<file path="src/common/tcdm_config.svh">
/* Build-time sizes of the TCDM sub-group.
   Bank and port counts must stay powers of two; data width a multiple of 8. */

`ifndef TCDM_CONFIG_SVH
`define TCDM_CONFIG_SVH

// ------------------------------------------------------------
// Topology
// ------------------------------------------------------------

// Core request ports, the DMA comes on top
`define TCDM_NUM_PORTS 4

// Word-interleaved banks
`define TCDM_NUM_BANKS 4

// ------------------------------------------------------------
// Bank geometry
// ------------------------------------------------------------

// Rows per bank
`define TCDM_BANK_DEPTH 64

// Bits per word
`define TCDM_DATA_W 32

`endif

</file>
<file path="src/common/tcdm_pkg.sv">
/* Shared types of the TCDM sub-group, sized from tcdm_config.svh.
   Word addresses only; the low address bits select the bank. */

`include "tcdm_config.svh"

package tcdm_pkg;

  // Four cores plus the DMA
  localparam int unsigned num_initiators = `TCDM_NUM_PORTS + 1;

  localparam int unsigned ini_idx_w  = $clog2(num_initiators);
  localparam int unsigned bank_idx_w = $clog2(`TCDM_NUM_BANKS);
  localparam int unsigned row_w      = $clog2(`TCDM_BANK_DEPTH);
  localparam int unsigned addr_w     = bank_idx_w + row_w;
  localparam int unsigned strb_w     = `TCDM_DATA_W / 8;

  typedef logic [addr_w-1:0]      tcdm_addr_t;
  typedef logic [bank_idx_w-1:0]  bank_idx_t;
  typedef logic [row_w-1:0]       row_addr_t;
  typedef logic [ini_idx_w-1:0]   ini_idx_t;
  typedef logic [`TCDM_DATA_W-1:0] tcdm_data_t;
  typedef logic [strb_w-1:0]      tcdm_strb_t;

  typedef struct packed {
    tcdm_addr_t tgt_addr;
    logic       wen;
    tcdm_data_t wdata;
    tcdm_strb_t be;
  } tcdm_req_t;

  typedef struct packed {
    row_addr_t  row;
    ini_idx_t   ini;
    logic       wen;
    tcdm_data_t wdata;
    tcdm_strb_t be;
  } bank_req_t;

  typedef struct packed {
    ini_idx_t   ini;
    tcdm_data_t rdata;
  } bank_resp_t;

  typedef enum logic [2:0] {
    IDLE,
    READ,
    READ_WAIT,
    WRITE,
    WRITE_WAIT
  } dma_state_e;

endpackage

</file>
<file path="src/dma/dma_beat_counter.sv">
/* Remaining-beat counter and word offset of the DMA.
   Lengths up to 127 words. */

module dma_beat_counter (
  input  logic                 clk_i,
  input  logic                 rst_i,
  input  logic                 load_i,
  input  logic [6:0]           len_i,
  input  logic                 step_i,
  output tcdm_pkg::tcdm_addr_t offset_o,
  output logic                 last_o,
  output logic                 zero_o
);

  import tcdm_pkg::*;

  logic [6:0] remaining_q;
  tcdm_addr_t offset_q;

  always_ff @(posedge clk_i) begin
    if (rst_i) begin
      remaining_q <= '0;
      offset_q    <= '0;
    end else if (load_i) begin
      remaining_q <= len_i;
      offset_q    <= '0;
    end else if (step_i) begin
      remaining_q <= remaining_q - 1'b1;
      offset_q    <= offset_q + 1'b1;
    end
  end

  assign offset_o = offset_q;
  assign last_o   = (remaining_q == 7'd1);
  assign zero_o   = (remaining_q == '0);

endmodule

</file>
<file path="config.mk">
export PLATFORM = sky130hd
export DESIGN_NAME = dma_beat_counter
export DESIGN_NICKNAME = d
export VERILOG_FILES = /design/src/common/tcdm_pkg.sv /design/src/dma/dma_beat_counter.sv
export VERILOG_INCLUDE_DIRS = /design/src /design/src/common
export SDC_FILE = /design/constraint.sdc
export NUM_CORES = 1
export LEC_CHECK = 0
export ABC_AREA = 1
export BUFFER_PORTS_ARGS = -buffer_cell sky130_fd_sc_hd__buf_2
export CAP_MARGIN = 30
export CORE_MARGIN = 1.5
export CORE_UTILIZATION = 46
export CTS_CLUSTER_SIZE = 20
export DETAILED_ROUTE_END_ITERATION = 8
export GPL_TIMING_DRIVEN = 0
export PLACE_DENSITY = 0.76
export SYNTH_ARGS = -nofsm -noshare
export SYNTH_HDL_FRONTEND = slang
export SYNTH_SLANG_ARGS = --single-unit
</file>
<file path="constraint.sdc">
create_clock -name clk_i -period 1.15 [get_ports clk_i]
set_input_delay 0.23 -clock clk_i [delete_from_list [all_inputs] [get_ports clk_i]]
set_output_delay 0.23 -clock clk_i [all_outputs]
set_load 0.1 [all_outputs]
</file>
-- After elaboration in Yosys (flattened, before gate mapping)
Index checks and enable logic that the tools add are counted.
W data, S select, Z words.
- register bits: 15
- output and inout port bits: 10
- logic and storage cells: 10
- add/subtract/negate cells: 2
- equal/unequal tests: 1
- muxes and demuxes: 2
- reduce and logical (&&, ||, !) cells: 3
- operator list (cell ; count):
    $mux W7 ; 2
    $add A8 B1 Y8 const B ; 1
    $eq A7 B1 Y1 const B ; 1
    $logic_not A7 Y1 ; 1
    $sub A7 B1 Y7 const B ; 1
    $reduce_bool A2 Y1 ; 1
    $reduce_or A2 Y1 ; 1

-- Depth between registers and ports, before layout
- depth after elaboration: 3
- mapped depth: 9

-- Worst setup path before layout
OpenSTA, ideal clock, no wires.
- path kind: register to output
- start: reg remaining_q[0]
- end: out zero_o
- data arrival time: 1.892 ns
- data required time: 0.920 ns
- path slack: -0.972 ns
- cell stages (with the launch flop): 5
- path through: dfxtp_1 -> inv_1 -> ha_1 -> nand2_1 -> nor2_1
- cells in the longest elaborated chain, start to end: 1
- RTL lines (what ; RTL line ; source):
    from (decl) ; dma_beat_counter.sv:17 ; logic [6:0] remaining_q;
    from (signal assigned) ; dma_beat_counter.sv:25 ; remaining_q <= len_i;
    from (signal assigned) ; dma_beat_counter.sv:28 ; remaining_q <= remaining_q - 1'b1;
    $logic_not A7 Y1 ; dma_beat_counter.sv:35 ; assign zero_o = (remaining_q == '0);
    to (decl) ; dma_beat_counter.sv:12 ; output logic zero_o
Every way passes these cells.

-- Worst setup path in the final report
- start: reg remaining_q[4]
- end: out last_o
- cells in the longest elaborated chain, start to end: 1
- RTL lines (what ; RTL line ; source):
    $eq A7 B1 Y1 ; dma_beat_counter.sv:34 ; assign last_o = (remaining_q == 7'd1);
    to (decl) ; dma_beat_counter.sv:11 ; output logic last_o,
Every way passes these cells.

==> flow_metrics.env <==
export IMPL_outcome="finished with violations"
export IMPL_violations="setup timing"
export IMPL_maxSlewHeadroom_pct=76.1
export IMPL_placementRows=15
export IMPL_start_util_pct=50.4
export IMPL_track_usage_pct=20.7
export IMPL_clk_pin_slew_ps=90
export IMPL_timing_fmax_mhz=667
export IMPL_ctsHoldBuffers=0
export IMPL_p_per_area_mw_per_mm2=980
export IMPL_maxCapViolCount=0
export IMPL_gp_congestion=0.871
export IMPL_reg2reg_slack_ps=-140
export IMPL_slew_violations=0
export IMPL_die_x_um=46.9
export IMPL_fin_ws_ps=-349
export IMPL_synth_edf_count=0
export IMPL_grt_pass1_vias=827
export IMPL_hold_violations=0
export IMPL_drc=0
export IMPL_critPathKind="flip-flop to output pin"
export IMPL_critPathMaxFanout=2
export IMPL_synth_top_cells_by_area="dfxtp_1 34%, nand2_1 11%, nor2_1 8.5%"
export IMPL_synthTopCellsByCount="26 x nand2_1, 20 x nor2_1, 18 x inv_1"
export IMPL_syn_inst=128
export IMPL_finalCritPeriodShare_pct=130
export IMPL_drt_iter0_markers=13
export IMPL_setup_viol=4
export IMPL_ys_seq_elements=15
export IMPL_tightest_slew_ps=358
export IMPL_die_h_um=46.9
export IMPL_cts_tree="done"
export IMPL_finClkSkew_ps=8.11
export IMPL_clock_tree_root_cell="clkbuf_4"
export IMPL_arrival_ps=1270
export IMPL_yosysMostFrequentCell="nand2_1"
export IMPL_async_reset_ff_share_pct=0
export IMPL_io_buffers=19
export IMPL_crit_path_top_delay_cell="dfxtp_4"
export IMPL_layout_nets=170
export IMPL_rsz0062_at_grt="yes"
export IMPL_diodes=0
export IMPL_fill_cells=153
export IMPL_syn_avg_cell_area_sq_um=6.94
export IMPL_netlist_area_sq_um=888
export IMPL_area_growth_pct=42.1
export IMPL_hold_path_class="input port to flip-flop"
export IMPL_register_area_sq_um=333
export IMPL_dpl_cell_count=172
export IMPL_antenna_found_initial=0
export IMPL_critPathLaunchType="flip-flop"
export IMPL_path_buf_inv=2
export IMPL_ant_nets=0
export IMPL_p_leak_uw=0.000559
export IMPL_layout_drive_gt1_share_pct=43.5
export IMPL_multiInputGateArea_sq_um=547
export IMPL_grt_first_pass_wirelength_mm=3.22
export IMPL_ioPinCount=21
export IMPL_vias=887
export IMPL_finalCriticalPeriod_ps=1500
export IMPL_core_area_sq_mm=0.00176
export IMPL_grt_start_max_net_pins=11
export IMPL_required_ps=920
export IMPL_wl_per_cell_um=11.7
export IMPL_drt_first_pass_iters=4
export IMPL_hpwl_mm=1.40
export IMPL_synth_seq_area_share_pct=33.8
export IMPL_synthesis_nets=143
export IMPL_peakVddDrop_mv=0.582
export IMPL_clk_latency_ps=290
export IMPL_cp_end_kind="output pin"
export IMPL_viasPerCell=4.96
export IMPL_fin_hold_ws_ps=187
export IMPL_grt_overflow_total=0
export IMPL_ys_types=24
export IMPL_slowest_delay_ps=360
export IMPL_cts_sinks=15
export IMPL_numCtsBuffers=3
export IMPL_cts_buffer_depth=2
export IMPL_crit_chain="nor3_4, inv_2, nor2_4, buf_12"
export IMPL_finalPower_uw=1240
export IMPL_yosys_warnings=0
export IMPL_crit_family="flip-flops"
export IMPL_synth_top_cell_by_area="dfxtp_1"
export IMPL_routed_wl_mm=2.09
export IMPL_htreeDepth=1
export IMPL_die_area_sq_mm=0.00220
export IMPL_fin_cells=179
export IMPL_synth_top_area_share_pct=33.8
export IMPL_synth_main_ff_cell="dfxtp_1"
[registers in the layout, summed over array words and instances (netlist names)]
| name | flops |
|---|---|
| offset_o | 8 |
| remaining_q | 7 |
[through the flow]
| step | setup slack, ps | setup TNS (ps) | area (sq um) | utilization, % |
|---|---|---|---|---|
| floorplan | -196 | -641 | 946 | - |
| global placement | -256 | -614 | 1070 | 60.8 |
| detailed placement | -284 | -699 | 1070 | 60.8 |
| CTS | -326 | -820 | 1210 | 68.7 |
| global route | -389 | -1300 | 1260 | 71.6 |
| finish | -349 | -867 | 1260 | 71.6 |
[metal layers]
metal  up-vias  global-route usage, %  wire (um)
li1        454                      -          -
met1       413                   22.2        915
met2        16                   40.3       1100
met3         4                   3.46         52
met4         0                   6.67         23
met5         -                      0          0
[power by group]
part	leakage [uW]	switching [uW]	total [uW]	internal (uW)
Clock	0.0000150	174	309	135
Sequential	0.000130	31.8	563	531
Combinational	0.000414	226	365	139
[worst reg2reg max path, stage by stage, from the launching register on]
cell and delay, ps:
dfxtp_2 340, inv_2 60, buf_6 110, ha_2 180, nand2_2 70, inv_2 70, nand2_1 60, o21ai_1 130
nand3_1 90, nand2_1 60, inv_1 30
[layout make-up]
| type | count | share of cell area (%) |
|---|---|---|
| multi-input cells | 90 | 43.3 |
| repair buffers | 22 | 17.9 |
| plain buffers | 2 | 1.49 |
| clock buffers | 4 | 2.08 |
| flip-flops and latches | 15 | 26.4 |
| inverters | 21 | 6.34 |
| well taps | 25 | 2.48 |
[timing repair]
item,CTS,global route
setup buffers,2,1
setup endpoints to repair,13,13
pin swaps,4,4
gates resized for setup,35,14
[final timing paths]
check / endpoint / depth (start not counted) / startpoint
worst max-delay path: last_o / 4 / remaining_q[4]
worst min-delay path: remaining_q[4] / 2 / rst_i
worst max register to register: remaining_q[6] / 10 / remaining_q[0]
worst min register to register: offset_o[4] / 2 / offset_o[4]
[cells by family (layout without fill, tap and decap cells)]
group	Yosys count	in the layout	synth area share (%)
and+or+nand+nor	65	65	36.2
buffers and inverters	23	49	11.1
xor gates and xnor gates	1	1	0.986
DFF	15	15	33.8
AOI/OAI and AO/OA	20	20	12.3
adders and majority gates	4	4	5.63
[cell usage in the layout, fill, tap and decap left out, drive strengths merged, types with 3 or more instances in the layout]
master and n:
nor3 3, o21ai 11, inv 20, nand2 29
a21oi 5, clkbuf 4, ha 4, buf 24
dfxtp 15, a22oi 3, nor2 25, nand3 7
Note: power is estimated with default switching activity, not from simulation.
