===== src/common/tcdm_config.svh =====
/* Build-time sizes of the TCDM sub-group.
   Bank and port counts must stay powers of two; data width a multiple of 8. */

`ifndef TCDM_CONFIG_SVH
`define TCDM_CONFIG_SVH

// ------------------------------------------------------------
// Topology
// ------------------------------------------------------------

// Core request ports, the DMA comes on top
`define TCDM_NUM_PORTS 4

// Word-interleaved banks
`define TCDM_NUM_BANKS 4

// ------------------------------------------------------------
// Bank geometry
// ------------------------------------------------------------

// Rows per bank
`define TCDM_BANK_DEPTH 64

// Bits per word
`define TCDM_DATA_W 32

`endif


===== src/common/tcdm_pkg.sv =====
/* Shared types of the TCDM sub-group, sized from tcdm_config.svh.
   Word addresses only; the low address bits select the bank. */

`include "tcdm_config.svh"

package tcdm_pkg;

  // Four cores plus the DMA
  localparam int unsigned num_initiators = `TCDM_NUM_PORTS + 1;

  localparam int unsigned ini_idx_w  = $clog2(num_initiators);
  localparam int unsigned bank_idx_w = $clog2(`TCDM_NUM_BANKS);
  localparam int unsigned row_w      = $clog2(`TCDM_BANK_DEPTH);
  localparam int unsigned addr_w     = bank_idx_w + row_w;
  localparam int unsigned strb_w     = `TCDM_DATA_W / 8;

  typedef logic [addr_w-1:0]      tcdm_addr_t;
  typedef logic [bank_idx_w-1:0]  bank_idx_t;
  typedef logic [row_w-1:0]       row_addr_t;
  typedef logic [ini_idx_w-1:0]   ini_idx_t;
  typedef logic [`TCDM_DATA_W-1:0] tcdm_data_t;
  typedef logic [strb_w-1:0]      tcdm_strb_t;

  typedef struct packed {
    tcdm_addr_t tgt_addr;
    logic       wen;
    tcdm_data_t wdata;
    tcdm_strb_t be;
  } tcdm_req_t;

  typedef struct packed {
    row_addr_t  row;
    ini_idx_t   ini;
    logic       wen;
    tcdm_data_t wdata;
    tcdm_strb_t be;
  } bank_req_t;

  typedef struct packed {
    ini_idx_t   ini;
    tcdm_data_t rdata;
  } bank_resp_t;

  typedef enum logic [2:0] {
    IDLE,
    READ,
    READ_WAIT,
    WRITE,
    WRITE_WAIT
  } dma_state_e;

endpackage


===== src/dma/dma_ctrl_fsm.sv =====
/* Word copy engine; one read then one write per beat, each waiting for its response.
   Source and destination are word addresses and wrap at the end of the TCDM. */

module dma_ctrl_fsm (
  input  logic                 clk_i,
  input  logic                 rst_i,
  input  logic                 dma_valid_i,
  output logic                 dma_ready_o,
  input  tcdm_pkg::tcdm_addr_t dma_src_i,
  input  tcdm_pkg::tcdm_addr_t dma_dst_i,
  input  logic                 beat_last_i,
  input  logic                 beat_zero_i,
  input  tcdm_pkg::tcdm_addr_t beat_offset_i,
  output logic                 beat_load_o,
  output logic                 beat_step_o,
  output logic                 mem_req_valid_o,
  input  logic                 mem_req_ready_i,
  output tcdm_pkg::tcdm_req_t  mem_req_o,
  input  logic                 mem_resp_valid_i,
  output logic                 mem_resp_ready_o,
  input  tcdm_pkg::tcdm_data_t mem_resp_rdata_i,
  output logic                 idle_o,
  output logic                 done_o
);

  import tcdm_pkg::*;

  dma_state_e state_q, state_d;
  logic       done_q, done_d;
  tcdm_addr_t src_q;
  tcdm_addr_t dst_q;
  tcdm_data_t rdata_q;

  assign beat_load_o = (state_q == IDLE) && dma_valid_i;

  // ------------------------------------------------------------
  // Next state
  // ------------------------------------------------------------

  always_comb begin
    state_d          = state_q;
    done_d           = 1'b0;
    mem_req_valid_o  = 1'b0;
    mem_resp_ready_o = 1'b0;
    beat_step_o      = 1'b0;
    case (state_q)
      IDLE: begin
        if (dma_valid_i) begin
          state_d = READ;
        end
      end
      READ: begin
        // Zero length finishes without touching memory
        if (beat_zero_i) begin
          done_d  = 1'b1;
          state_d = IDLE;
        end else begin
          mem_req_valid_o = 1'b1;
          if (mem_req_ready_i) begin
            state_d = READ_WAIT;
          end
        end
      end
      READ_WAIT: begin
        mem_resp_ready_o = 1'b1;
        if (mem_resp_valid_i) begin
          state_d = WRITE;
        end
      end
      WRITE: begin
        mem_req_valid_o = 1'b1;
        if (mem_req_ready_i) begin
          state_d = WRITE_WAIT;
        end
      end
      WRITE_WAIT: begin
        mem_resp_ready_o = 1'b1;
        if (mem_resp_valid_i) begin
          beat_step_o = 1'b1;
          done_d      = beat_last_i;
          state_d     = beat_last_i ? IDLE : READ;
        end
      end
      default: state_d = IDLE;
    endcase
  end

  always_comb begin
    mem_req_o.tgt_addr = (state_q == WRITE) ? dst_q + beat_offset_i : src_q + beat_offset_i;
    mem_req_o.wen      = (state_q == WRITE);
    mem_req_o.wdata    = rdata_q;
    mem_req_o.be       = '1;
  end

  always_ff @(posedge clk_i) begin
    if (rst_i) begin
      state_q <= IDLE;
      done_q  <= 1'b0;
    end else begin
      state_q <= state_d;
      done_q  <= done_d;
    end
  end

  always_ff @(posedge clk_i) begin
    if (beat_load_o) begin
      src_q <= dma_src_i;
      dst_q <= dma_dst_i;
    end
    if (state_q == READ_WAIT && mem_resp_valid_i) begin
      rdata_q <= mem_resp_rdata_i;
    end
  end

  assign dma_ready_o = (state_q == IDLE);
  assign idle_o      = (state_q == IDLE);
  assign done_o      = done_q;

endmodule


===== config.mk =====
export PLATFORM = sky130hd
export DESIGN_NAME = dma_ctrl_fsm
export DESIGN_NICKNAME = d
export VERILOG_FILES = /design/src/common/tcdm_pkg.sv /design/src/dma/dma_ctrl_fsm.sv
export VERILOG_INCLUDE_DIRS = /design/src /design/src/common
export SDC_FILE = /design/constraint.sdc
export NUM_CORES = 1
export LEC_CHECK = 0
export BUFFER_PORTS_ARGS = -buffer_cell sky130_fd_sc_hd__clkbuf_2
export CAP_MARGIN = 40
export CORE_ASPECT_RATIO = 0.9
export CORE_MARGIN = 2
export CORE_UTILIZATION = 43
export DETAILED_ROUTE_END_ITERATION = 10
export GPL_ROUTABILITY_DRIVEN = 0
export PLACE_DENSITY = 0.77
export SLEW_MARGIN = 20
export SYNTH_ARGS = -nofsm -noshare
export SYNTH_HDL_FRONTEND = slang
export SYNTH_SLANG_ARGS = --single-unit

===== constraint.sdc =====
create_clock -name clk_i -period 5.9 [get_ports clk_i]
set_input_delay 0.885 -clock clk_i [delete_from_list [all_inputs] [get_ports clk_i]]
set_output_delay 0.885 -clock clk_i [all_outputs]
set_load 0.02 [all_outputs]

; ---- After elaboration in Yosys (flattened, before gate mapping)
; Index checks and enable logic that the tools add are counted.
[op_classes]
n_reduce_logical = 5
add_sub_neg = 2
eq_ne = 9
n_mux = 17
[op_table]
columns = cell, n
row1 = two-way mux 3 bit, 6
row2 = adder 8 bit, 2
row3 = case mux 3 bit (5 select lines), 1
row4 = two-way mux 8 bit, 1
row5 = != test 2 bit (second input constant), 4
row6 = two-way mux 1 bit, 7
row7 = == test 3 x 2 -> 1 bit (second input constant), 2
row8 = AND reduction 5 bit, 1
row9 = case mux 1 bit (2 select lines), 2
row10 = == test 3 x 1 -> 1 bit (second input constant), 1
row11 = == test 3 bit (second input constant), 1
row12 = logical NOT 3 bit, 1
row13 = != test 3 bit (second input constant), 1
row14 = logical AND 1 bit, 2
row15 = OR reduction 2 bit, 1
[totals]
regBits = 52
output_inout_bits = 52
word_cells = 38
in_bits = 63

; ---- Longest topological paths before layout
[logic_depth]
word_depth = 3
ltp_mapped = 10
mapped_depth_nobuf = 10

; ---- Least setup slack after synthesis
; OpenSTA, ideal clock, no wires.
[synth_path]
kind = in2reg
startpoint = in mem_resp_valid_i
endpoint = reg rdata_q[0], enable pin
required_time_ns = 5.397
path_slack_ns = 1.366
path_buffers = 0
arrival_time_ns = 4.031
setup_ns = 0.503
cell_stages = 1
cell_sequence = nor4bb_1
[synth_between]
elab_chain_cells = 1
[synth_rtl]
columns = item, line_no
row1 = "start, declared", dma_ctrl_fsm.sv:19  ; input logic mem_resp_valid_i,
row2 = logical AND 1 bit, dma_ctrl_fsm.sv:110  ; if (state_q == READ_WAIT && mem_resp_valid_i) begin
row3 = "end signal, assigned", dma_ctrl_fsm.sv:111  ; rdata_q <= mem_resp_rdata_i;
row4 = "end, declared", dma_ctrl_fsm.sv:32  ; tcdm_data_t rdata_q;
; No other way between the ends.
; A chain may end at the register's enable or synchronous reset.

==> metrics.md <==
| Metric | Value |
|---|---|
| Worst Clk Skew | `3.91 ps` |
| Area delta synth->final | `33.7%` |
| R2R depth | `2` |
| I/O pin total | `115` |
| Final Critical Period | `approximately 3800 ps` |
| WP buf/inv | `2` |
| Diodes inserted | `0` |
| Area contributors post-synth | `edfxtp_1 (67%), nand2_1 (4.2%), ha_1 (4.1%), dfxtp_1 (3.7%), xnor2_1 (2.4%)` |
| Total length of routed met2 wires | `1780 um` |
| Tot GR Track Use | `14.6%` |
| Residual DRC | `0` |
| Post-DP HPWL | `3210 um` |
| Worst-path cell chain | `nand3b_4, inv_6, nand2_1, nand2_1, ha_1, fa_1, a21oi_1, o211ai_1, a21oi_1, xnor2_1, clkbuf_2` |
| LEAKAGE | `between 0.001 and 0.0015 uW` |
| # hold bufs at CTS | `0` |
| 1st-pass router iterations | `3` |
| Final setup vio count | `0` |
| Synth Register Bits | `52` |
| CP Data Arrival Time | `2920 ps` |
| Drt wl/cell | `12.2 um` |
| P_int | `602 uW` |
| Max Used Layer | `met4` |
| Core area | `4830 sq um` |
| H-tree lvl count | `2` |
| CP startpoint kind | `register` |
| Flop pwr share | `53.6%` |
| Core Rows | `24` |
| Via count | `1460` |
| Fmax | `263 MHz` |
| Slew Limit Fails | `0` |
| Met3 wire length | `between 500 and 600 um` |
| Buffer depth of the longest clock path | `2` |
| Die ar. | `5600 sq um` |
| Clock transition at path regs | `about 90 ps` |
| Starting density of the core | `44.6%` |
| Net Sw Power | `slightly below 200 uW` |
| Antenna violations before repair | `0` |
| Max-cap violations | `0` |
| CTS tree | `built` |
| Worst path top cell family by delay | `flip-flops` |
| HP Class | `register to register` |
| Clk sinks | `52` |
| Drt total wl | `3930 um` |
| Wl on met1 | `1600 um` |
| Sw Ratio | `between 20% and 30%` |
| RSZ-0062 raised after global routing | `no` |
| Syn. warnings | `0` |
| Clk pwr share | `29.9%` |
| Root buffer cell | `clkbuf_8` |
| Max VDD drop | `204 uV` |
| Netlist cell types | `37` |
| CP max FO | `14` |
| Largest area contributor in the netlist | `edfxtp_1` |
| Critical path endpoint category | `output pin` |
| Clock buffer count from CTS | `5` |
| Iter 0 DRT Violations | `96` |
| Gate power share | `16.5%` |
| Most frequent cells in the layout | `clkbuf_2 (110), edfxtp_1 (48), nand2_1 (24)` |
| Syn Inst Count | `143` |
| CP required | `about 5000 ps` |
| Share of cells above drive strength 1 | `around 49%` |
| Setup TNS | `0 ps` |
| Pre-CTS setup slack | `between 2000 and 2500 ps` |
| Fin worst setup slack | `2090 ps` |
| Reg-to-reg setup timing slack | `4120 ps` |
| Number of cells on the worst hold path | `2` |
| Antenna-violating nets left | `0` |
| Worst slew pin tran | `686 ps` |
| Mapped Area | `2160 sq um` |
| Share of the synthesized area in the top cell type | `66.8%` |
| Sequential area share after synthesis | `between 70% and 80%` |
| Post-CTS Setup Bufs | `0` |
| Number of global-route vias before repair | `1376` |
| Grt total ovfl | `0` |
| PwrDens | `277 nW/um^2` |
| Final hold viol count | `0` |
| Final net count | `between 300 and 400` |
| Share of the clock period used by the worst path | `64.5%` |
| PortBufs | `110` |
| Vias/cell | `4.53` |
| Levels on crit path | `11` |
| Largest net degree at the start of global routing | `33` |
| CP Class | `register to output pin` |
| First-pass GRT wire length | `6150 um` |
| Post_cts resized | `0` |
| Worst-skew pair later-pin latency | `around 300 ps` |
| Status | `completed` |
| Syn_area_per_cell | `15.1 sq um` |
| DIE WIDTH | `78.7 um` |
| Chip Height | `71.2 um` |
| Commonest non-fill, non-tap cell in the layout | `clkbuf_2` |
| CP max stage delay | `approximately 640 ps` |
| Worst slew margin | `54.3%` |
| Critical path's slowest cell | `dfxtp_1` |
==> worst reg2reg max path, cell delays in order (launching register included) <==
cell and delay (ps):
dfxtp_1 470, nor3_1 330, and2_1 620
==> cells by family (layout without fill, tap and decap cells) <==
kind of cell	Yosys count	after routing	synth area share, %
AO/OA/AOI/OAI	17	17	5.51
XOR/XNOR	8	8	3.25
adder cells (fa/ha/maj)	8	8	4.99
buffers and inverters	10	121	3.13
flip-flops	52	52	70.5
multiplexers	2	2	0.986
other	1	4	0.174
AND/OR/NAND/NOR	45	45	11.4
==> metal layers <==
| layer | vias to the layer above | global-route usage (%) |
|---|---|---|
| met5 | - | 0 |
| met4 | 0 | 6.04 |
| met3 | 2 | 8.42 |
| met2 | 79 | 22.1 |
| met1 | 635 | 17.1 |
| li1 | 744 | - |
==> power by group through the flow <==
stage	sequential, uW	combinational (uW)	clock (uW)
6_report	428	132	239
5_1_grt	430	144	259
4_1_cts	429	133	245
3_5_place_dp	437	133	0
3_3_place_gp	437	130	0
2_1_floorplan	439	84.6	0
==> cell usage after synthesis (all sizes together) <==
library cell and count:
nor4bb 2, nor2b 4, mux2i 1, dfxtp 4
xnor2 6, a21o 1, and2 1, edfxtp 48
nand3b 2, a21oi 4, nor3b 2, nor3 2
conb 1, fa 1, o211ai 1, o32a 1
ha 7, inv 2, xor2 2, nand2 24
o21ai 3, a211oi 2, nand2b 1, buf 8
nor2 4, o311ai 1, o31ai 3, or4b 1
o21a 1, nor4b 1, mux2 1, nand4b 1
==> through the flow <==
step                      utilization [%]  std cells  hold WS [ps]  power (uW)  instance area [sq um]
after detailed placement             57.2        314           735         570                   2770
after CTS                            59.7        322           740         806                   2880
after global routing                 59.7        322           736         833                   2880
after floorplan                         -        146           620         523                   2170
after global placement               57.2        314           721         567                   2770
final                                59.7        322           744         799                   2880
==> worst paths after layout <==
kind	start	endpoint
hold / removal	state_q[2]	done_o
setup reg to reg	state_q[2]	src_q[2]
setup / recovery	state_q[2]	mem_req_o[43]
hold reg to reg	state_q[2]	done_o
==> final cells by class <==
type                       instances  area [sq um]
clock buffer                       5          68.8
clock inverter                     3          47.5
fill                             401          1950
inverter                           2          12.5
multi-input combinational         84           594
sequential                        52          1520
tap                               65          81.3
timing repair buffer             111           558
==> flip-flops by register name, summed over array words and instances, names as in the netlist <==
register and flops:
done_o 1, dst_q 8, rdata_q 32, src_q 8, state_q 3
No activity file was read; power rests on OpenSTA's default activity.
